File: config.mk
export PLATFORM = sky130hd
export DESIGN_NAME = inst_buffer
export DESIGN_NICKNAME = d
export VERILOG_FILES = /design/src/icache_pkg.sv /design/src/inst_buffer.sv
export SDC_FILE = /design/constraint.sdc
export NUM_CORES = 1
export LEC_CHECK = 0
export ABC_CLOCK_PERIOD_IN_PS = 5200
export BUFFER_PORTS_ARGS = -buffer_cell sky130_fd_sc_hd__buf_4
export CAP_MARGIN = 5
export CORE_MARGIN = 2
export CORE_UTILIZATION = 30
export CTS_CLUSTER_DIAMETER = 80
export DETAILED_ROUTE_END_ITERATION = 6
export GPL_TIMING_DRIVEN = 0
export HOLD_SLACK_MARGIN = 0.1
export RECOVER_POWER = 100
export SYNTH_ARGS = -nofsm -noshare
export SYNTH_HDL_FRONTEND = slang
export SYNTH_SLANG_ARGS = --single-unit
File: constraint.sdc
create_clock -name clk -period 5.2 [get_ports clk]
set_input_delay 0.52 -clock clk [delete_from_list [all_inputs] [get_ports clk]]
set_output_delay 0.52 -clock clk [all_outputs]
set_load 0.01 [all_outputs]
File: src/icache_pkg.sv
package icache_pkg;

    // line geometry
    localparam int unsigned LINE_BYTES = 32;
    localparam int unsigned LINE_WORDS = 8;

    // fetch request, pc is 8-byte aligned except bit 2
    typedef struct packed {
        logic [31:0] pc;
        logic [1:0]  mask;
    } fetch_req_t;

    // insts[0] is the word at the aligned pair address
    typedef struct packed {
        logic [31:0]      pc;
        logic [1:0]       mask;
        logic [1:0][31:0] insts;
    } fetch_pkt_t;

    // full-width tag, address bits 31 to 5
    typedef struct packed {
        logic        valid;
        logic [26:0] tag;
    } cache_tag_t;

    typedef enum logic [0:0] {
        CACOP_IDX_INV,
        CACOP_HIT_INV
    } cacop_op_e;

endpackage

File: src/inst_buffer.sv
`timescale 1ns/1ps

module inst_buffer #(
    parameter int unsigned IB_DEPTH = 4
) (
    input  logic                   clk,
    input  logic                   rst_n,
    input  logic                   flush_i,
    input  logic                   push_i,
    input  icache_pkg::fetch_pkt_t pkt_i,
    output logic                   space_o,
    output logic                   out_valid_o,
    output icache_pkg::fetch_pkt_t out_pkt_o,
    input  logic                   deq_i
);

    localparam int unsigned PTR_W = $clog2(IB_DEPTH);
    localparam int unsigned CNT_W = $clog2(IB_DEPTH + 1);

    icache_pkg::fetch_pkt_t mem_q [IB_DEPTH];
    logic [PTR_W-1:0]       head_q, tail_q;
    logic [CNT_W-1:0]       count_q;
    logic                   pop;

    function automatic logic [PTR_W-1:0] ptr_inc(input logic [PTR_W-1:0] ptr);
        return (ptr == PTR_W'(IB_DEPTH - 1)) ? '0 : ptr + 1'b1;
    endfunction

    assign out_valid_o = count_q != '0;
    assign out_pkt_o   = mem_q[head_q];
    assign pop         = deq_i && out_valid_o;

    // room for the lookup in flight and one more request
    assign space_o = count_q < CNT_W'(IB_DEPTH - 1);

    always_ff @(posedge clk) begin
        if (!rst_n || flush_i) begin
            head_q  <= '0;
            tail_q  <= '0;
            count_q <= '0;
        end else begin
            if (push_i) begin
                tail_q <= ptr_inc(tail_q);
            end
            if (pop) begin
                head_q <= ptr_inc(head_q);
            end
            case ({push_i, pop})
                2'b10:   count_q <= count_q + 1'b1;
                2'b01:   count_q <= count_q - 1'b1;
                default: count_q <= count_q;
            endcase
        end
    end

    always_ff @(posedge clk) begin
        if (push_i) begin
            mem_q[tail_q] <= pkt_i;
        end
    end

endmodule

**Word-level counts from Yosys, hierarchy flattened**

Memories as Yosys holds them, arrays and structs flattened. A register that Yosys moved wholly into a read port is not among the register bits.
Index checks and enable logic that the tools add are counted.

- Add/sub/neg operators: 4
- Magnitude comparators: 1
- Eq/ne operators: 4
- Multiplexer cells: 7
- Reductions and logical operators: 5

Operator list:

| kind | number |
|---|---|
| $mux W2 | 4 |
| $eq A2 B2 Y1 const B | 3 |
| $pmux W3 S2 | 1 |
| $add A2 B1 Y2 const B | 2 |
| $add A3 B1 Y3 const B | 1 |
| $lt A3 B2 Y1 const B | 1 |
| $reduce_bool A3 Y1 | 1 |
| $sub A3 B1 Y3 const B | 1 |
| $eq A2 B1 Y1 const B | 1 |
| $mux W1 | 2 |
| $reduce_bool A2 Y1 | 1 |
| $logic_and A1 B1 Y1 | 1 |
| $logic_not A1 Y1 | 1 |
| $logic_or A1 B1 Y1 | 1 |

- Bits in registers: 7
- Memory bits (writable): 392
- Bits of input ports: 103
- Output and inout bits: 100
- Logic and storage cells: 25
- Memories: 1

Memory list:

| memory | words | bits a word | rd ports | clocked after Yosys merged registers in | write ports | line | text |
|---|---|---|---|---|---|---|---|
| mem_q | 4 | 98 | 1 | 1 | 1 | inst_buffer.sv:20 | `icache_pkg::fetch_pkt_t mem_q [IB_DEPTH];` |

**Longest topological paths before layout**

Gate-level depths: netlist (run 1).

- Depth in word-level cells: 4
- Mapped depth: 8
- Depth with buffers taken out: 8

**Worst setup path before layout (run 1)**

No wires, ideal clock.

- Kind: register to register
- Start point: register tail_q[0]
- End point: memory mem_q[3][0] in the netlist's numbering (enable)
- Library setup time: 0.467 ns
- Arrival time: 2.814 ns
- Path slack: 1.919 ns
- Cell stages (with the launch flop): 3
- Buffers on the path: 0
- Cell sequence: dfxtp_1 > ha_1 > and2_1

RTL lines:

| what | line | text |
|---|---|---|
| from (decl) | inst_buffer.sv:21 | `logic [PTR_W-1:0] head_q, tail_q;` |
| from (signal assigned) | inst_buffer.sv:43 | `tail_q <= ptr_inc(tail_q);` |
| to (decl) | inst_buffer.sv:20 |  |

Straight into the memory's write port.

==> impl_metrics.toml, run 1 <==
[run_status]
status = "finished, violations left"
violations = "max-capacitance violations, max-slew violations"

[floorplan]
coreArea_mm2 = 0.0478
die_w_um = 224
die_height_um = 224
initial_core_util_pct = 30.5
io_pins = 203
num_rows = 80
dieArea_mm2 = 0.0504

[timing]
setup_viol = 0
setup_ws_ps = 1400
rsz0062_at_grt = "false"
slew_headroom_pct = -66.7
period_share_pct = 73.1
final-hold-violation-count = 0
fmax_ghz = 0.263
finalClockSkew_ps = 18.4
finalMaxSlewViolations = 99
tightest_slew_ps = 2500
tns_ps = 0
period_minus_slack_ps = 3800

[min_path]
min_from = "pkt_i[53]"
min_to = "mem_q[3][53]"
hold_class = "in -> reg"
holdPathStages = 1

[synth]
synth_top_area_cell = "edfxtp_1"
syn_inst = 562
netlist_top_cells_area = "edfxtp_1 (81%), mux4_2 (15%), dfxtp_1 (1.2%)"
synth_seq_cells = 401
syn-cell-area_mm2 = 0.0146
syn_avg_cell_area_um2 = 25.9
synth_warnings = 0
synth_top_cell_area_share_pct = 80.8
synth_nets = 672
ys_seq_area_share_pct = 82.0
synth.distinct_cells = 21

[placed_design]
gp_congestion = 0.671
port-buffer-count = 202
post-place-ws_ps = 2640
post-dp-hpwl_mm = 18.5

[power]
power_frac_seq_pct = 52.2
ir_drop_v = 0.000292
pwr-share-comb_pct = 4.3
p_per_area_mw_per_mm2 = 394
p_int_uw = 5540
power.switching_uw = 1450
clkPwrFrac_pct = 43.5
p_leak_uw = 0.00542
p_sw_share_pct = 20.7

[finish]
diodes = 0
area.growth.synth_to_final_pct = 21.7
final-seq-area_mm2 = 0.0120
fin_nets = 928
multi_input_area_mm2 = 0.00246
nFillCells = 4474
final_common_cell = "edfxtp_1"
final_cell_mix = "edfxtp_1 (392), clkbuf_1 (209), mux4_2 (98)"
drive_gt1_share_pct = 22.5

[detailed_routing]
drt_wl_total_mm = 30.1
dr_total_vias = 6634
top_layer = "met5"
drc_errors = 0
met1Wirelength_mm = 13.2
drtIter0Drc = 296
wl_met3_mm = 1.93
drt_pass1_iterations = 4
met2_length_mm = 14.2
final_antenna_net_count = 0
wl_per_cell_um = 20.5
routed_via_density = 4.52

[clock_network]
cts_sinks = 401
post_cts_buffers = 0
post_cts_resized = 0
numCtsBuffers = 44
cts_hold_buf = 0
clockBufferDepth = 3
insertion_delay_ps = 570
cts.reportedPaths.clkPinSlew_ps = 60
root_buffer = "clkbuf_16"
cts_tree = "built"
htree_levels = 2

[setup_path]
required_ps = 4680
reg2reg_slack_ps = 2030
r2r_start = "tail_q[0]"
reg2regPathDepth = 3
critical_path_class = "reg -> out"
crit_fanout = 10
cp-end-kind = "output pin"
rr_endpoint = "mem_q[1][60]"
start_kind = "flop"
arrival_ps = 3280

[global_route]
grt_max_degree = 47
grt.overflow.total = 0
grt_pass1_vias = 7235
grt_pass1_wl_mm = 44.9
antenna_found_initial = 3
track_usage_pct = 12.1

[flow_run]
max_cap_viol_count = 4
worst max path at each step:
stage	startpoint	to	slack [ps]	cells past startpoint
after floorplan	tail_q[0]	mem_q[3][0]	1920	2
after global placement	push_i	mem_q[1][59]	-450	2
after detailed placement	flop	out_pkt_o[93]	2640	4
after CTS	flop	out_pkt_o[93]	2010	4
after global routing	flop	out_pkt_o[69]	1120	5
final	flop	out_pkt_o[69]	1400	5
cell families (layout without fill, tap and decap cells):
family                     Yosys count  after routing  share of synthesized area (%)
AOI/OAI and AO/OA                    7              7                          0.257
DFF                                401            401                           82.0
adders and majority gates            7              7                          0.652
muxes                              100            100                           15.3
and+or+nand+nor                     16             16                          0.575
buffers and inverters               29            319                           1.12
xor gates and xnor gates             2              2                          0.120
routing by layer:
layer / global-route usage [%] / vias to the layer above
met5: 0 / -
met2: 19.2 / 167
li1: - / 2925
met4: 4.42 / 6
met3: 3.51 / 59
met1: 15.8 / 3477
power groups by stage:
stage | Sequential [uW] | Combinational, uW | Clock (uW)
2_1_floorplan | 3720 | 152 | 0
3_3_place_gp | 3730 | 365 | 0
3_5_place_dp | 3710 | 384 | 0
4_1_cts | 3650 | 385 | 3150
5_1_grt | 3650 | 330 | 3250
6_report | 3650 | 298 | 3040
through the flow:
| step | hold WS (ps) | util [%] | instances | power [uW] | area, um2 |
|---|---|---|---|---|---|
| 2_1_floorplan | 463 | - | 562 | 3870 | 14600 |
| 3_3_place_gp | 489 | 35.2 | 1379 | 4090 | 16900 |
| 3_5_place_dp | 492 | 35.7 | 1387 | 4100 | 17100 |
| 4_1_cts | 109 | 38.6 | 1467 | 7180 | 18500 |
| 5_1_grt | 195 | 37.1 | 1467 | 7230 | 17700 |
| 6_report | 209 | 37.1 | 1467 | 6980 | 17700 |
final cells by class:
class	instances	area share (%)
repair buffers	210	5.52
well taps	615	4.34
flip-flops and latches	401	67.4
clock inverters	31	1.55
multi-input cells	132	13.9
inverters	7	0.148
plain buffers	22	0.748
clock buffers	49	6.43
flip-flops by register name, summed over array words and instances, names as in the netlist, named ones only:
signal	cells
tail_q	2
mem_q	392
count_q	3
head_q	2
synthesized netlist by cell type:
cell      number
clkbuf_1       7
dfxtp_1        9
buf_6          1
nand2b_1       1
mux4_2        98
a21oi_1        5
inv_1          7
ha_1           6
and2_1         4
o31ai_1        1
xor2_1         2
edfxtp_1     392
or3_1          3
o21ai_0        1
buf_8          3
fa_1           1
mux2i_1        2
nor2_1         6
nor3b_1        1
nand2_1        1
buf_2         11
worst max-delay path: stages (launching register included):
cell and delay [ps]:
dfxtp_1 300, clkbuf_1 580, clkbuf_1 590, clkbuf_1 650, mux4_2 420, clkbuf_1 140
Note: power is estimated with default switching activity, not from simulation.
==> run 2: changes to the inputs <==
- ABC_CLOCK_PERIOD_IN_PS: 5200 -> 3200
- clock period: 5.2 -> 3.2 ns (I/O delays scaled with it)
==> run 2 against run 1 <==
The flow still finishes with violations (max-capacitance violations, max-slew violations). Clock power up 58%. First-iteration DRC count up 12%. Worst hold slack worse by 17 ps.
==> impl_metrics.toml, run 2 (same netlist as run 1, synthesis figures left out) <==
[placed_design]
port-buffer-count = 202
gp_congestion = 0.655
post-dp-hpwl_mm = 18.0

[power]
power_frac_seq_pct = 52.4
p_per_area_mw_per_mm2 = 607
pwr-share-comb_pct = 5.2
clkPwrFrac_pct = 42.4
p_int_uw = 8990
p_total_uw = 11300
p_sw_share_pct = 20.5
p_leak_uw = 0.00580
power.switching_uw = 2320
ir_drop_v = 0.000459

[setup_path]
path_cells = "buf_2, clkbuf_1, buf_2, mux4_2, clkbuf_1"
required_ps = 2880
critical_path_class = "reg -> out"
reg2reg_slack_ps = 360
cp-end-kind = "output pin"
crit_fanout = 10
cp_slowest_cell = "clkbuf_1"
start_kind = "flop"
cpPeakStageDelay_ps = 480
arrival_ps = 2540

[timing]
final-hold-violation-count = 0
rsz0062_at_grt = "false"
holdWs_ps = 192
finalClockSkew_ps = 16.1
period_minus_slack_ps = 2860
tightest_slew_ps = 2140
period_share_pct = 89.5
setup_viol = 0
fmax_ghz = 0.349
slew_headroom_pct = -42.5
finalMaxSlewViolations = 37

[clock_network]
numCtsBuffers = 43
htree_levels = 2
clockBufferDepth = 3
cts_tree = "built"
cts_sinks = 401
cts.reportedPaths.clkPinSlew_ps = 60
insertion_delay_ps = 550
root_buffer = "clkbuf_16"
post_cts_buffers = 0

[finish]
drive_gt1_share_pct = 20.4
fin_nets = 1024
area.growth.synth_to_final_pct = 27.8
reg.largest.list = "mem_q: 392 flops, count_q: 3 flops"
diodes = 0
final_cell_mix = "edfxtp_1 (392), clkbuf_1 (207), dlygate4sd3_1 (99)"
final_common_cell = "edfxtp_1"
top_register = "mem_q"
nFillCells = 4420
largest_reg_flops = 392

[global_route]
antenna_found_initial = 2
track_usage_pct = 11.9
grt_max_degree = 53
grt_pass1_wl_mm = 44.6
grt.overflow.total = 0
grt_pass1_vias = 7467

[floorplan]
num_rows = 80
dieArea_mm2 = 0.0504
die_w_um = 224
initial_core_util_pct = 30.5
io_pins = 203
coreArea_mm2 = 0.0478
die_height_um = 224

[flow_run]
max_cap_viol_count = 2

[detailed_routing]
final_antenna_net_count = 0
drt_wl_total_mm = 30.3
wl_per_cell_um = 19.4
dr_total_vias = 6991
routed_via_density = 4.48
drtIter0Drc = 332
drt_pass1_iterations = 5
drc_errors = 0

[run_status]
violations = "max-capacitance violations, max-slew violations"
status = "finished, violations left"

[min_path]
hold_class = "in -> reg"
==> run 2: cell types whose count changed in the layout (fill, tap and decap cells not counted), moves of 3 or more <==
| cell | delta |
|---|---|
| dlygate4sd3_1 | +99 |
| buf_12 | -4 |
| inv_6 | -4 |
| buf_2 | +3 |
==> run 2: final cells by class <==
cell class / count / area (um2) / share of cell area [%]
clock buffer: 51 / 1150 / 6.16
multi-input combinational: 132 / 2460 / 13.2
inverter: 7 / 26.3 / 0.141
buffer: 22 / 136 / 0.732
sequential: 401 / 12000 / 64.1
tap: 615 / 769 / 4.13
clock inverter: 27 / 224 / 1.20
timing repair buffer: 307 / 1910 / 10.3
==> run 2: final timing paths <==
check             startpoint       endpoint  depth (start not counted)
setup / recovery        flop  out_pkt_o[62]                          5
hold / removal         deq_i           flop                          4
setup reg to reg   tail_q[0]   mem_q[1][25]                          3
hold reg to reg    head_q[0]           flop                          2
==> run 2: repair_timing <==
action / 4_1_cts / 5_1_grt
hold buffers: 99 / 0
resized for setup: 0 / 0
hold endpoints to repair: 393 / 0
==> run 2: power groups by stage <==
stage	Clock (uW)	Sequential, uW	Combinational [uW]
floorplan	0	6030	248
global placement	0	6040	593
detailed placement	0	6040	623
CTS	4950	5930	727
global route	5130	5930	641
finish	4790	5930	587
==> run 2: layer usage <==
metal / GRT usage, % / vias up / part of all wire [%]
met1: 14.9 / 3615 / 42
li1: - / 3121 / -
met2: 19.9 / 201 / 49
met5: 0 / - / 0.079
met4: 3.44 / 4 / 2.2
met3: 4.02 / 50 / 6.8
==> run 2: stage by stage <==
| stage | cell area (um2) | utilization [%] | TNS, ps | setup WS [ps] | std cells |
|---|---|---|---|---|---|
| after floorplan | 14600 | - | 0 | 995 | 562 |
| after global placement | 16900 | 35.3 | -54370 | -188 | 1379 |
| after detailed placement | 17000 | 35.6 | 0 | 853 | 1385 |
| after CTS | 19400 | 40.5 | 0 | 222 | 1562 |
| after global routing | 18600 | 38.9 | 0 | 124 | 1562 |
| final | 18600 | 38.9 | 0 | 337 | 1562 |
==> run 2: critical path: cells and delay by family, from the launching register on <==
family	cells	cell delay, ps
mux	1	360
flops	1	300
buf+inv	4	1320
==> run 3: changes to the inputs <==
- ABC_CLOCK_PERIOD_IN_PS: 3200 -> 2480
- BUFFER_PORTS_ARGS: -buffer_cell sky130_fd_sc_hd__buf_4 -> not set
- CORE_ASPECT_RATIO: not set -> 1.4
- DONT_BUFFER_PORTS: not set -> 1
- clock period: 3.2 -> 2.48 ns (I/O delays scaled with it)
==> run 3 against run 2 <==
The flow now finishes without violations. Sequential power rose by 29%. Die area is essentially flat. Critical path depth decreased by 2. Clock power increased by 16%. Cell count shrank 12%. Via count shrank 11%. Routed wire length is 3.1% lower. Combinational power is 6.1% higher. Final area is 5.1% lower. First-iteration DRC count decreased by 21%. Global-route usage decreased by 0.18 points. Critical endpoint is now out_pkt_o[7]. Largest cell class unchanged.
==> impl_metrics.toml, run 3 (same netlist as run 1, synthesis figures left out) <==
[finish]
largest_reg_flops = 392
fin_nets = 821
utilization_pct = 36.8
area.growth.synth_to_final_pct = 21.3
reg.largest.list = "mem_q: 392 flops, count_q: 3 flops"
final_cell_mix = "edfxtp_1 (392), dlygate4sd3_1 (103), mux4_2 (98)"
drive_gt1_share_pct = 25.0
top_register = "mem_q"
nFillCells = 4406
final_common_cell = "edfxtp_1"

[power]
p_sw_share_pct = 20.5
p_per_area_mw_per_mm2 = 782
pwr-share-comb_pct = 4.5
power_frac_seq_pct = 55.3
p_int_uw = 11000
clkPwrFrac_pct = 40.2
p_leak_uw = 0.00547
power.switching_uw = 2830
ir_drop_v = 0.000608

[timing]
finalClockSkew_ps = 15.1
rsz0062_at_grt = "false"
period_share_pct = 93.7
period_minus_slack_ps = 2320
fmax_ghz = 0.430
setup_viol = 0
holdWs_ps = 300
finalMaxSlewViolations = 0
tightest_slew_ps = 850
slew_headroom_pct = 43.3
tns_ps = 0
final-hold-violation-count = 0

[run_status]
status = "complete, no violations"

[setup_path]
r2r_start = "tail_q[0]"
reg2regPathDepth = 3
required_ps = 2230
cp-end-kind = "output pin"
arrival_ps = 2080
crit_fanout = 10
start_kind = "flop"
reg2reg_slack_ps = 210
rr_endpoint = "mem_q[3][66]"
critical_path_class = "reg -> out"

[clock_network]
cts_tree = "built"
cts.reportedPaths.clkPinSlew_ps = 60
cts_sinks = 401
numCtsBuffers = 40
htree_levels = 2
root_buffer = "clkbuf_16"
clockBufferDepth = 3
insertion_delay_ps = 540

[detailed_routing]
wl_per_cell_um = 21.5
drt_wl_total_mm = 29.4
final_antenna_net_count = 0
drtIter0Drc = 262
drt_pass1_iterations = 4
drc_errors = 0
dr_total_vias = 6223
routed_via_density = 4.54

[floorplan]
dieArea_mm2 = 0.0504
num_rows = 95
die_height_um = 265
initial_core_util_pct = 30.4
io_pins = 203
coreArea_mm2 = 0.0480
die_w_um = 190

[global_route]
grt_pass1_vias = 6870
antenna_found_initial = 1
track_usage_pct = 11.8
grt.overflow.total = 0
grt_pass1_wl_mm = 43.1
grt_max_degree = 51

[min_path]
holdPathStages = 1
min_from = "push_i"
min_to = "mem_q[2][93]"
hold_class = "in -> reg"

[placed_design]
port-buffer-count = 0
post-dp-hpwl_mm = 17.7
gp_congestion = 0.673

[flow_run]
max_cap_viol_count = 0
## run 3: how the worst max path moves through the flow
| stage | start | endpoint | slack (ps) | cells after the start |
|---|---|---|---|---|
| 4_1_cts | flop | out_pkt_o[24] | 10 | 3 |
| 2_1_floorplan | tail_q[0] | mem_q[3][0] | 270 | 2 |
| 3_5_place_dp | flop | out_pkt_o[92] | 350 | 3 |
| 5_1_grt | flop | out_pkt_o[29] | 10 | 3 |
| 3_3_place_gp | tail_q[0] | mem_q[3][73] | -870 | 2 |
| 6_report | flop | out_pkt_o[7] | 160 | 3 |
## run 3: through the flow
stage | area, um2 | power (uW) | setup slack [ps] | std cells
2_1_floorplan | 14600 | 8100 | 275 | 562
3_3_place_gp | 15400 | 8240 | -869 | 1192
3_5_place_dp | 15500 | 8250 | 349 | 1196
4_1_cts | 17700 | 14100 | 14.5 | 1370
5_1_grt | 17700 | 14300 | 9.54 | 1371
6_report | 17700 | 13800 | 157 | 1371
## run 3: what timing repair did
item                                    in CTS  in global routing
resized for setup                           11                  1
hold endpoints to repair                   401                  0
endpoints found under the setup margin      77                  1
buffers inserted                             0                  0
hold buffers                               103                  0
## run 3: per-layer routing
metal	global-route usage [%]	wire (um)
met5	0	0
met4	4.29	826
met2	21.0	15700
met3	3.30	1770
met1	13.3	11100
## run 3: final cells by class
class | count | area [um2] | area share, %
Tap cell | 630 | 788 | 4.46
Clock inverter | 19 | 118 | 0.665
Clock buffer | 52 | 1090 | 6.15
Inverter | 7 | 26.3 | 0.149
Antenna cell | 1 | 2.50 | 0.0142
Sequential cell | 401 | 12000 | 67.6
Multi-Input combinational cell | 132 | 2470 | 14.0
Timing Repair Buffer | 107 | 1080 | 6.09
Buffer | 22 | 159 | 0.899
## run 3: critical path, stage by stage, from the launching register on
cell and delay, ps:
dfxtp_1 320, buf_6 170, buf_2 370, mux4_2 650
## run 3: power groups by stage
stage / registers (uW) / clock network (uW) / logic, uW
4_1_cts: 7650 / 5770 / 654
5_1_grt: 7650 / 6000 / 675
3_3_place_gp: 7800 / 0 / 440
6_report: 7640 / 5550 / 623
3_5_place_dp: 7800 / 0 / 455
2_1_floorplan: 7780 / 0 / 320
