[src/icache_pkg.sv]
package icache_pkg;

    // line geometry
    localparam int unsigned LINE_BYTES = 32;
    localparam int unsigned LINE_WORDS = 8;

    // fetch request, pc is 8-byte aligned except bit 2
    typedef struct packed {
        logic [31:0] pc;
        logic [1:0]  mask;
    } fetch_req_t;

    // insts[0] is the word at the aligned pair address
    typedef struct packed {
        logic [31:0]      pc;
        logic [1:0]       mask;
        logic [1:0][31:0] insts;
    } fetch_pkt_t;

    // full-width tag, address bits 31 to 5
    typedef struct packed {
        logic        valid;
        logic [26:0] tag;
    } cache_tag_t;

    typedef enum logic [0:0] {
        CACOP_IDX_INV,
        CACOP_HIT_INV
    } cacop_op_e;

endpackage

[src/fetch_pc_gen.sv]
`timescale 1ns/1ps

module fetch_pc_gen (
    input  logic                   clk,
    input  logic                   rst_n,
    input  logic                   redirect_i,
    input  logic [31:0]            redirect_pc_i,
    input  logic                   req_ready_i,
    input  logic                   space_i,
    output icache_pkg::fetch_req_t req_o,
    output logic                   req_valid_o
);

    logic [31:0] pc_q;
    logic        run_q;
    logic        fire;

    // no request until the cycle after reset, and only with buffer room
    assign req_valid_o = run_q && space_i;
    assign fire        = req_valid_o && req_ready_i;

    assign req_o.pc   = pc_q;
    // odd word start only fills the upper slot
    assign req_o.mask = pc_q[2] ? 2'b10 : 2'b11;

    always_ff @(posedge clk) begin
        if (!rst_n) begin
            pc_q  <= '0;
            run_q <= 1'b0;
        end else begin
            run_q <= 1'b1;
            if (redirect_i) begin
                pc_q <= {redirect_pc_i[31:2], 2'b00};
            end else if (fire) begin
                // next 8-byte boundary
                pc_q <= {pc_q[31:3] + 29'd1, 3'b000};
            end
        end
    end

endmodule

[config.mk]
export PLATFORM = sky130hd
export DESIGN_NAME = fetch_pc_gen
export DESIGN_NICKNAME = d
export VERILOG_FILES = /design/src/icache_pkg.sv /design/src/fetch_pc_gen.sv
export SDC_FILE = /design/constraint.sdc
export NUM_CORES = 1
export LEC_CHECK = 0
export BUFFER_PORTS_ARGS = -buffer_cell sky130_fd_sc_hd__buf_2
export CORE_MARGIN = 2
export CORE_UTILIZATION = 44
export CTS_BUF_LIST = sky130_fd_sc_hd__clkbuf_8 sky130_fd_sc_hd__clkbuf_16
export DETAILED_ROUTE_END_ITERATION = 12
export HOLD_SLACK_MARGIN = 0.12
export PLACE_DENSITY_LB_ADDON = 0.08
export SYNTH_ARGS = -nofsm -noshare
export SYNTH_HDL_FRONTEND = slang
export SYNTH_SLANG_ARGS = --single-unit
[constraint.sdc]
create_clock -name clk -period 1.6 [get_ports clk]
set_input_delay 0.08 -clock clk [delete_from_list [all_inputs] [get_ports clk]]
set_output_delay 0.08 -clock clk [all_outputs]
set_load 0.02 [all_outputs]
### Word-level counts from Yosys, hierarchy flattened

Index checks and enable logic that the tools add are counted.

| storage, ports and cells | value |
|---|---|
| flip-flop bits (word level) | 31 |
| output and inout bits | 35 |
| logic and storage cells | 10 |

| operators by class | value |
|---|---|
| $add $sub $neg | 1 |
| mux-type cells | 4 |
| reduce and logical (&&, ||, !) cells | 3 |

Operators by type and width:

| cell | count |
|---|---|
| 32-bit 2-to-1 mux | 2 |
| 29-bit by 1-bit adder with 29-bit output, second input constant | 1 |
| 1-bit logical AND | 2 |
| 1-bit 2-to-1 mux | 2 |
| 2-bit nonzero test | 1 |

### Longest topological paths before layout

Gate-level depths: netlist (run 1).

| logic depth | value |
|---|---|
| depth in word-level cells | 4 |
| depth in mapped cells | 6 |
| depth with buffers taken out | 5 |

### Worst setup path after synthesis (run 1)

Ideal clock, no wire load.

| timing path | value |
|---|---|
| kind | register -> register |
| from | register pc_q[3] |
| to | register pc_q[21] |
| library setup time | 122 ps |
| arrival | 1,750 ps |
| data required time | 1,478 ps |
| path slack | -272 ps |
| stages on the path, launching flop included | 7 |
| path buffers | 1 |
| period minus slack after synthesis | 1,872 ps |
| cells stage by stage | dfxtp_1 > ha_1 > and4_1 > buf_2 > nand3_1 > o31a_1 > o311a_1 |

| between the ends | value |
|---|---|
| longest elaborated chain between the ends | 3 |

RTL lines:

| item | RTL line | RTL |
|---|---|---|
| start: declaration | fetch_pc_gen.sv:14 | `logic [31:0] pc_q;` |
| start signal: assignment | fetch_pc_gen.sv:33 | `pc_q <= {redirect_pc_i[31:2], 2'b00};` |
| start signal: assignment | fetch_pc_gen.sv:36 | `pc_q <= {pc_q[31:3] + 29'd1, 3'b000};` |
| 29-bit by 1-bit adder with 29-bit output | fetch_pc_gen.sv:36 |  |
| 32-bit 2-to-1 mux | fetch_pc_gen.sv:34 | `end else if (fire) begin` |
| 32-bit 2-to-1 mux | fetch_pc_gen.sv:32 | `if (redirect_i) begin` |

Every way passes these cells. The select of a mux whose other input is x is not followed.
A chain may end at the register's enable or synchronous reset.

### Worst setup path in the final report (run 1)

| timing path | value |
|---|---|
| from | register pc_q[5] |
| to | register pc_q[12] |

The elaborated chain is that of the path after synthesis.

==> qor.yml, run 1 <==
sta:
  final.period_utilization: 1.061
  fmax_ghz: 0.5892
  final_slew_viol_count: 0
  setup_ws_ns: -0.09716
  setup_viol: 6
  setup_repair_after_global_routing_missed_its_margin: "true"
  setup-tns-final_ns: -0.2567
  finalClockSkew_ns: 0.008433
  final_period_minus_worst_setup_slack_ns: 1.697
  final_hold_viol_count: 0
critical_path:
  timing.critical_path.fanout_max: 6
  critical_path_arrival_ns: 1.90
  timing.critical_path.from_type: "flop"
  cpPeakStageDelay_ns: 0.47
  cp.buffers_inverters: 1
  crit_cells: 5
  path_class: "flop to flop"
  critPathSlowestCell: "or4b_4"
  worst_reg_to_reg_path_cell_count: 5
  critical-path-top-delay-family: "simple AND/OR/NAND/NOR gates"
  required_ns: 1.80
  critical_path.endpoint_type: "flop"
  crit_path_cell_chain: "nand3_2, or3_4, buf_6, or4b_4, a31oi_1"
global_routing:
  grt_overflow_total: 0
  grt_use_met3: 0.04870
  grt_first_pass_wirelength_um: 8963
  grt_max_degree: 26
  gr-max-usage-layer: "met2"
  grt_antenna_before_repair: 0
  grt_use_met1: 0.2916
  use_met2: 0.4531
  number_of_global_route_vias_before_repair: 2042
  globalRouteTotalUtil: 0.2514
drt:
  detail_route.first_pass.iterations: 4
  total_number_of_vias: 2277
  drtIter0Drc: 176
  drc: 0
  wl_per_cell_um: 14.80
  drt_antenna_net_count: 0
  detailed_route_vias_per_instance: 5.513
  detail_route.wirelength_um: 6111
synthesis:
  synth_cell_types: 37
  post_synth_inst_count: 230
  synth_top_area_share: 0.3345
  synth_enable_flop_cells: 0
  postSynthRegisterBits: 31
  syn_area_per_cell_um2: 8.068
  synth.largest_area_cell: "dfxtp_1"
  synth-warning-count: 0
  most_used_flip_flop_cell_after_synthesis: "dfxtp_1"
  synth.area.top_cells: "dfxtp_1, o21ai_0, nand3_1, or4_1, a31oi_1"
  synth.yosys.seq_area_share: 0.3345
  total_standard_cell_area_after_synthesis_mm2: 0.001856
  postSynth.asyncResetShare: 0
cts:
  max-clock-path-buffers: 2
  cts_bufs_inserted: 5
  cts_tree: "built"
  clock-sinks: 31
  h_tree_depth_reported_by_cts: 2
  clk_transition_reported_paths_ns: 0.07
  clock_insertion_delay_worst_skew_ns: 0.29
  cts_root_buffer: "clkbuf_8"
layout:
  final_layout_size_suffix_gt1_frac: 0.4601
  num-nets-final: 400
  antenna_cells: 0
  final.fill_count: 320
  area.sequential_um2: 673.1
  finish.instance_area_mm2: 0.003028
  multi_input_area_mm2: 0.001215
  area_delta_synth_final_pct: 63.18
placement:
  place_congestion: 0.9155
  dpl_cell_area_mm2: 0.002549
  portBuffers: 66
  dp_hpwl_um: 3985
floorplan:
  dieArea_mm2: 0.004753
  core_area_mm2: 0.004029
  placementRows: 23
  die_height_um: 68.94
  start_util: 0.4606
  ios: 72
  floorplan.die.width_um: 68.94
min_path:
  worst_hold_path.num_cells: 3
  min-delay-path-class: "input port to flop"
run_status:
  failed_checks: "negative setup slack"
  run_status: "complete, but fails checks"
power_and_ir_drop:
  power_per_standard_cell_area_mw_per_mm2: 646.1
  vdd_ir_drop_max_uv: 442.2
  power.leakage_uw: 0.001304
run:
  cap_violations: 0
-- path summary, 6_finish.rpt --
path	slack, ns	startpoint	to
worst max-delay path	-0.1	pc_q[5]$_SDFFE_PN0P_	pc_q[12]$_SDFFE_PN0P_
worst min-delay path	0.16	redirect_pc_i[21]	pc_q[21]$_SDFFE_PN0P_
worst max register to register	-0.1	pc_q[5]$_SDFFE_PN0P_	pc_q[12]$_SDFFE_PN0P_
worst min register to register	0.51	pc_q[17]$_SDFFE_PN0P_	pc_q[17]$_SDFFE_PN0P_
-- repair_timing --
item / 4_1_cts / 5_1_grt
setup buffers: 1 / 4
endpoints found under the setup margin: 15 / 16
gates cloned: 0 / 1
hold buffers: 29 / 0
hold endpoints to repair: 29 / 0
pin swaps: 2 / 17
gates resized for setup: 3 / 17
-- final cells by class --
type	count	area share
clock buffers	5	0.02273
clock inverters	3	0.003719
inverters	3	0.003719
multi-input cells	178	0.4012
flip-flops and latches	31	0.2223
well taps	50	0.02066
repair buffers	143	0.3256
-- placed cells by master (no fill, tap or decap), drive strengths merged --
master       instances
conb                 3
a21oi                8
nand4                8
o31a                 1
dlygate4sd3         29
or4                 11
or3b                 1
inv                  4
and4                 8
nand3               21
nor2                 3
o21ai               29
or3                  6
clkbuf               5
dfxtp               31
ha                   1
nor3b                2
or4b                 1
clkinv               2
and2                 5
and3                 5
a32oi                2
o31ai                9
buf                114
nand2               18
o211a                4
nor4                 4
o311a                1
a31oi               13
nand2b               3
xnor2                6
xor2                 4
mux2i                1
-- worst register-to-register path: stages (launching register included) --
cell     delay, ns
dfxtp_4       0.36
nand3_2       0.08
or3_4         0.39
buf_6         0.15
or4b_4        0.47
a31oi_1       0.17
-- registers in the layout, indices dropped and copies added (netlist names) --
signal  flops
pc_q       30
run_q       1
-- cells by family (layout without fill, tap and decap cells) --
group,after synthesis,count (layout),synth area share
muxes,1,1,0.005395
and+or+nand+nor,96,96,0.3183
buffers and inverters,22,154,0.06271
other,2,3,0.004047
xor gates and xnor gates,10,10,0.04720
adders and majority gates,1,1,0.006742
DFF,31,31,0.3345
AOI/OAI and AO/OA,67,67,0.2212
-- where the power goes --
| group | total, µW | internal (µW) | switching, µW |
|---|---|---|---|
| combinational | 484 | 235 | 250 |
| clock | 592 | 290 | 302 |
| sequential | 880 | 828 | 51.8 |
| total | 1960 | 1350 | 603 |
-- per-layer routing --
layer | vias to the layer above | routed length [µm]
met1 | 1063 | 2670
met4 | 0 | 68
met3 | 7 | 263
met2 | 65 | 3110
li1 | 1142 | -
met5 | - | 0
-- Yosys cell counts, types with 3 or more instances --
cell      instances
dfxtp_1          31
o21ai_0          26
nand3_1          19
nand2_1          18
a31oi_1          13
or4_1            11
clkbuf_1         10
o31ai_1           9
a21oi_1           8
and4_1            8
nand4_1           8
or3_1             6
xnor2_1           6
and3_1            5
and2_1            4
buf_4             4
nor4_1            4
o211a_1           4
xor2_1            4
buf_2             3
nand2b_1          3
nor2_1            3
o21ai_1           3
-- per-stage QoR --
step / power, µW / instances / setup WS [ns] / hold slack [ns] / utilization
after global placement: 1306 / 370 / -0.07495 / 0.3030 / 0.6326
after CTS: 1960 / 408 / -0.1056 / 0.1442 / 0.7280
final: 1956 / 413 / -0.09716 / 0.1580 / 0.7516
after detailed placement: 1311 / 370 / -0.1102 / 0.3060 / 0.6326
after floorplan: 1122 / 231 / -0.02783 / 0.1077 / -
after global routing: 2049 / 413 / -0.1271 / 0.1543 / 0.7516
No activity file was read; power rests on OpenSTA's default activity.
==> inputs of run 2 (changes only) <==
==> constraint.sdc (replaced) <==
create_clock -name clk -period 1.6 [get_ports clk]
set_input_delay 0.32 -clock clk [delete_from_list [all_inputs] [get_ports clk]]
set_output_delay 0.32 -clock clk [all_outputs]
set_load 0.02 [all_outputs]
==> qor.yml, run 2 (synthesized netlist as in run 1, its figures left out) <==
run_status:
  run_status: "complete, but fails checks"
  failed_checks: "negative setup slack"
global_routing:
  number_of_global_route_vias_before_repair: 1946
  grt_max_degree: 27
  grt_first_pass_wirelength_um: 8866
  grt_antenna_before_repair: 0
  grt_overflow_total: 0
  globalRouteTotalUtil: 0.2490
critical_path:
  timing.critical_path.fanout_max: 7
  crit_path_cell_chain: "nand2_4, or3_4, buf_6, or4b_4, a31oi_1"
  regToRegStartpoint: "pc_q[4]$_SDFFE_PN0P_"
  critical-path-top-delay-family: "simple AND/OR/NAND/NOR gates"
  cpPeakStageDelay_ns: 0.46
  critPathSlowestCell: "or4b_4"
  required_ns: 1.80
  timing.rr.end: "pc_q[12]$_SDFFE_PN0P_"
  timing.critical_path.from_type: "flop"
  reg2reg_slack_ns: -0.1
  worst_reg_to_reg_path_cell_count: 5
  cp.buffers_inverters: 1
  critical_path.endpoint_type: "flop"
  critical_path_arrival_ns: 1.90
  critical_path.startpoint: "pc_q[4]$_SDFFE_PN0P_"
  path_class: "flop to flop"
layout:
  largest_reg_flops: 30
  final.fill_count: 365
  finish.instance_area_mm2: 0.002769
  regMostFlops: "pc_q"
  final_layout_size_suffix_gt1_frac: 0.5045
  fin_util: 0.6873
  area_delta_synth_final_pct: 49.22
  most_frequent_cells_in_the_layout: "buf_2, buf_4, o21ai_0"
  antenna_cells: 0
  num-nets-final: 372
  layout_top_registers: "pc_q: 30 flops, run_q: 1 flops"
  final_common_cell: "buf_2"
placement:
  dp_hpwl_um: 4050
  portBuffers: 66
  place_congestion: 0.8524
  dpl_cell_area_mm2: 0.002571
drt:
  drt_antenna_net_count: 0
  wl_per_cell_um: 14.29
  detailed_route_vias_per_instance: 5.527
  drtIter0Drc: 159
  drc: 0
  detail_route.first_pass.iterations: 4
  detail_route.wirelength_um: 5503
  total_number_of_vias: 2128
power_and_ir_drop:
  total_power_uw: 1905
  total_switching_power_uw: 589.1
  power_frac_comb: 0.228
  intPower_uw: 1316
  power.share.sequential: 0.463
  power.leakage_uw: 0.001222
  power_per_standard_cell_area_mw_per_mm2: 688.1
  vdd_ir_drop_max_uv: 522.2
  share_clk_of_total_power: 0.309
  switching_share_of_power: 0.3092
sta:
  final_hold_viol_count: 0
  finalClockSkew_ns: 0.009327
  final.period_utilization: 1.060
  fmax_ghz: 0.5898
  setup_ws_ns: -0.09539
  timing.hold.ws_ns: 0.2589
  final_slew_viol_count: 0
  final_period_minus_worst_setup_slack_ns: 1.695
  setup-tns-final_ns: -0.3373
  setup_viol: 7
  setup_repair_after_global_routing_missed_its_margin: "true"
cts:
  clk_transition_reported_paths_ns: 0.06
  cts_bufs_inserted: 5
  cts_tree: "built"
  cts_root_buffer: "clkbuf_8"
  max-clock-path-buffers: 2
  clock-sinks: 31
  clock_insertion_delay_worst_skew_ns: 0.29
  h_tree_depth_reported_by_cts: 2
min_path:
  worstHoldStart: "redirect_pc_i[3]"
  worst_hold_path.num_cells: 2
  hold_end: "pc_q[3]$_SDFFE_PN0P_"
  min-delay-path-class: "input port to flop"
floorplan:
  placementRows: 23
  die_height_um: 68.94
  start_util: 0.4606
  floorplan.die.width_um: 68.94
  core_area_mm2: 0.004029
  dieArea_mm2: 0.004753
  ios: 72
run:
  cap_violations: 0
-- run 2: changes by cell type in the layout (fill, tap and decap cells not counted), moves of 2 or more --
cell	previous run	this run
dfxtp_2	12	10
clkinv_1	2	0
and3_2	2	0
and4_4	3	5
dlygate4sd3_1	29	0
dfxtp_4	10	12
-- run 2: cell type report --
type,instances,area [µm²],area share
Multi-Input combinational cell,178,1232,0.4451
Timing Repair Buffer,115,703.2,0.2540
Sequential cell,31,678.2,0.2449
Clock buffer,5,68.82,0.02485
Tap cell,50,62.56,0.02259
Clock inverter,3,12.51,0.004519
Inverter,3,11.26,0.004067
-- run 2: power groups by stage --
stage | clock, µW | sequential [µW] | combinational [µW]
global placement | 0 | 894 | 422
global route | 644 | 889 | 480
detailed placement | 0 | 895 | 426
finish | 588 | 881 | 435
CTS | 600 | 880 | 431
floorplan | 0 | 973 | 149
-- run 2: per-stage QoR --
step,cells,setup WS [ns]
finish,385,-0.09539
floorplan,231,-0.02783
global placement,373,-0.2024
global route,385,-0.1578
CTS,383,-0.08336
detailed placement,373,-0.2432
-- run 2: repair_timing --
action / in CTS / in global routing
gates resized for setup: 10 / 15
pin swaps: 9 / 18
setup buffers: 1 / 2
cloned: 1 / 0
hold buffers: 0 / 0
setup endpoints to repair: 16 / 17
-- run 2: worst max path at each step --
| stage | depth (start not counted) | slack, ns | to |
|---|---|---|---|
| final | 5 | -0.1 | pc_q[12]$_SDFFE_PN0P_ |
| after global routing | 5 | -0.16 | pc_q[12]$_SDFFE_PN0P_ |
| after CTS | 5 | -0.08 | pc_q[12]$_SDFFE_PN0P_ |
| after detailed placement | 6 | -0.24 | pc_q[30]$_SDFFE_PN0P_ |
| after global placement | 6 | -0.20 | pc_q[30]$_SDFFE_PN0P_ |
| after floorplan | 5 | -0.03 | pc_q[22]$_SDFFE_PN0P_ |
-- run 2: worst register-to-register path, stage by stage, from the launching register on --
cell     delay, ns
dfxtp_4       0.38
nand2_4       0.06
or3_4         0.40
buf_6         0.15
or4b_4        0.47
a31oi_1       0.16
-- run 2: routing by layer --
metal | up-vias | part of all wire | global-route usage | wire, µm
li1 | 1082 | - | - | -
met1 | 971 | 0.44 | 0.3152 | 2448
met2 | 66 | 0.49 | 0.4279 | 2700
met3 | 9 | 0.052 | 0.05032 | 285
met4 | 0 | 0.012 | 0.06863 | 68
met5 | - | 0 | 0 | 0
==> inputs of run 3 (changes only) <==
Settings changed: SETUP_SLACK_MARGIN set to 0.15.
==> qor.yml, run 3 (synthesized netlist as in run 1, its figures left out) <==
layout:
  num-nets-final: 379
  antenna_cells: 0
  finish.instance_area_mm2: 0.002914
  final_common_cell: "buf_2"
  regMostFlops: "pc_q"
  area_delta_synth_final_pct: 57.05
  final_layout_size_suffix_gt1_frac: 0.5234
  layout_top_registers: "pc_q: 30 flops, run_q: 1 flops"
  largest_reg_flops: 30
  most_frequent_cells_in_the_layout: "buf_2, buf_4, o21ai_0"
floorplan:
  placementRows: 23
  ios: 72
  floorplan.die.width_um: 68.94
  start_util: 0.4606
  dieArea_mm2: 0.004753
  core_area_mm2: 0.004029
  die_height_um: 68.94
placement:
  place_congestion: 0.8206
  dpl_cell_area_mm2: 0.002565
  portBuffers: 66
  dp_hpwl_um: 4026
global_routing:
  number_of_global_route_vias_before_repair: 2031
  use_met2: 0.4219
  grt_max_degree: 27
  grt_use_met1: 0.2911
  grt_overflow_total: 0
  grt_use_met3: 0.05682
  globalRouteTotalUtil: 0.2437
  gr-max-usage-layer: "met2"
  grt_first_pass_wirelength_um: 8804
  grt_antenna_before_repair: 0
sta:
  setup_repair_after_global_routing_missed_its_margin: "true"
  fmax_ghz: 0.5914
  final_slew_viol_count: 0
  final.period_utilization: 1.057
  finalClockSkew_ns: 0.007319
  final_hold_viol_count: 0
  setup_ws_ns: -0.09104
  final_period_minus_worst_setup_slack_ns: 1.691
  setup_viol: 11
critical_path:
  critical_path.endpoint_type: "flop"
  critical_path_arrival_ns: 1.90
  path_class: "flop to flop"
  timing.critical_path.from_type: "flop"
  timing.critical_path.fanout_max: 14
  required_ns: 1.81
drt:
  drtIter0Drc: 94
  drc: 0
  total_number_of_vias: 2191
  wl_per_cell_um: 14.57
  detail_route.wirelength_um: 5711
  drt_antenna_net_count: 0
  detailed_route_vias_per_instance: 5.589
  detail_route.first_pass.iterations: 4
cts:
  cts_tree: "built"
  h_tree_depth_reported_by_cts: 2
  clock_insertion_delay_worst_skew_ns: 0.29
  cts_bufs_inserted: 5
  cts_root_buffer: "clkbuf_8"
  clock-sinks: 31
  max-clock-path-buffers: 2
  clk_transition_reported_paths_ns: 0.06
min_path:
  min-delay-path-class: "input port to flop"
power_and_ir_drop:
  total_power_uw: 1974
  power.leakage_uw: 0.001266
  power_per_standard_cell_area_mw_per_mm2: 677.5
  vdd_ir_drop_max_uv: 536.4
run:
  cap_violations: 0
run_status:
  failed_checks: "negative setup slack"
  run_status: "complete, but fails checks"
[run 3: changes by cell type in the layout (fill, tap and decap cells not counted), sizes merged]
cell	previous run	this run
inv	5	4
nand3	21	22
buf	115	121
clkbuf	5	6
[run 3: power breakdown]
| group | internal, µW | total (µW) | switching, µW |
|---|---|---|---|
| Sequential | 829 | 884 | 54.6 |
| Clock | 340 | 638 | 297 |
| Combinational | 209 | 453 | 244 |
[run 3: metal layers]
metal / vias up / wire, µm
met5: - / 0
met4: 0 / 68
met3: 9 / 273
met2: 63 / 2890
met1: 1020 / 2479
li1: 1099 / -
[run 3: through the flow]
stage,setup WS (ns),setup TNS [ns],instances,hold slack [ns],utilization
after detailed placement,-0.2360,-2.200,372,0.4998,0.6366
after floorplan,-0.02783,-0.1033,231,0.3477,-
after CTS,-0.07212,-0.4052,391,0.2577,0.7043
after global placement,-0.2088,-1.857,372,0.4913,0.6366
after global routing,-0.1368,-1.609,392,0.2542,0.7233
final,-0.09104,-0.4700,392,0.2620,0.7233
[run 3: critical path: stages, from the launching register on]
cell and delay, ns:
dfxtp_4 0.37, nand2_2 0.09, or3_4 0.37, buf_6 0.15, or4b_1 0.47, a31oi_1 0.16
[run 3: cell type report]
cell class                      instances  area [µm²]
Multi-Input combinational cell        179        1272
Fill cell                             324        1115
Clock buffer                            6       82.58
Timing Repair Buffer                  121       802.0
Clock inverter                          2       8.758
Tap cell                               50       62.56
Inverter                                3       11.26
Sequential cell                        31       674.4
[run 3: final timing paths]
path         cells past startpoint                    end  slack, ns             startpoint
max                              5  pc_q[12]$_SDFFE_PN0P_      -0.09   pc_q[4]$_SDFFE_PN0P_
min                              2   pc_q[5]$_SDFFE_PN0P_       0.26       redirect_pc_i[5]
max reg2reg                      5  pc_q[12]$_SDFFE_PN0P_      -0.09   pc_q[4]$_SDFFE_PN0P_
min reg2reg                      2  pc_q[17]$_SDFFE_PN0P_       0.51  pc_q[17]$_SDFFE_PN0P_
[run 3: repair_timing]
item | 4_1_cts | 5_1_grt
gates cloned | 1 | 0
gates resized for setup | 16 | 14
buffers inserted | 10 | 1
pin swaps | 21 | 18
endpoints found under the setup margin | 22 | 25
hold endpoints to repair | 0 | 0
hold buffers | 0 | 0
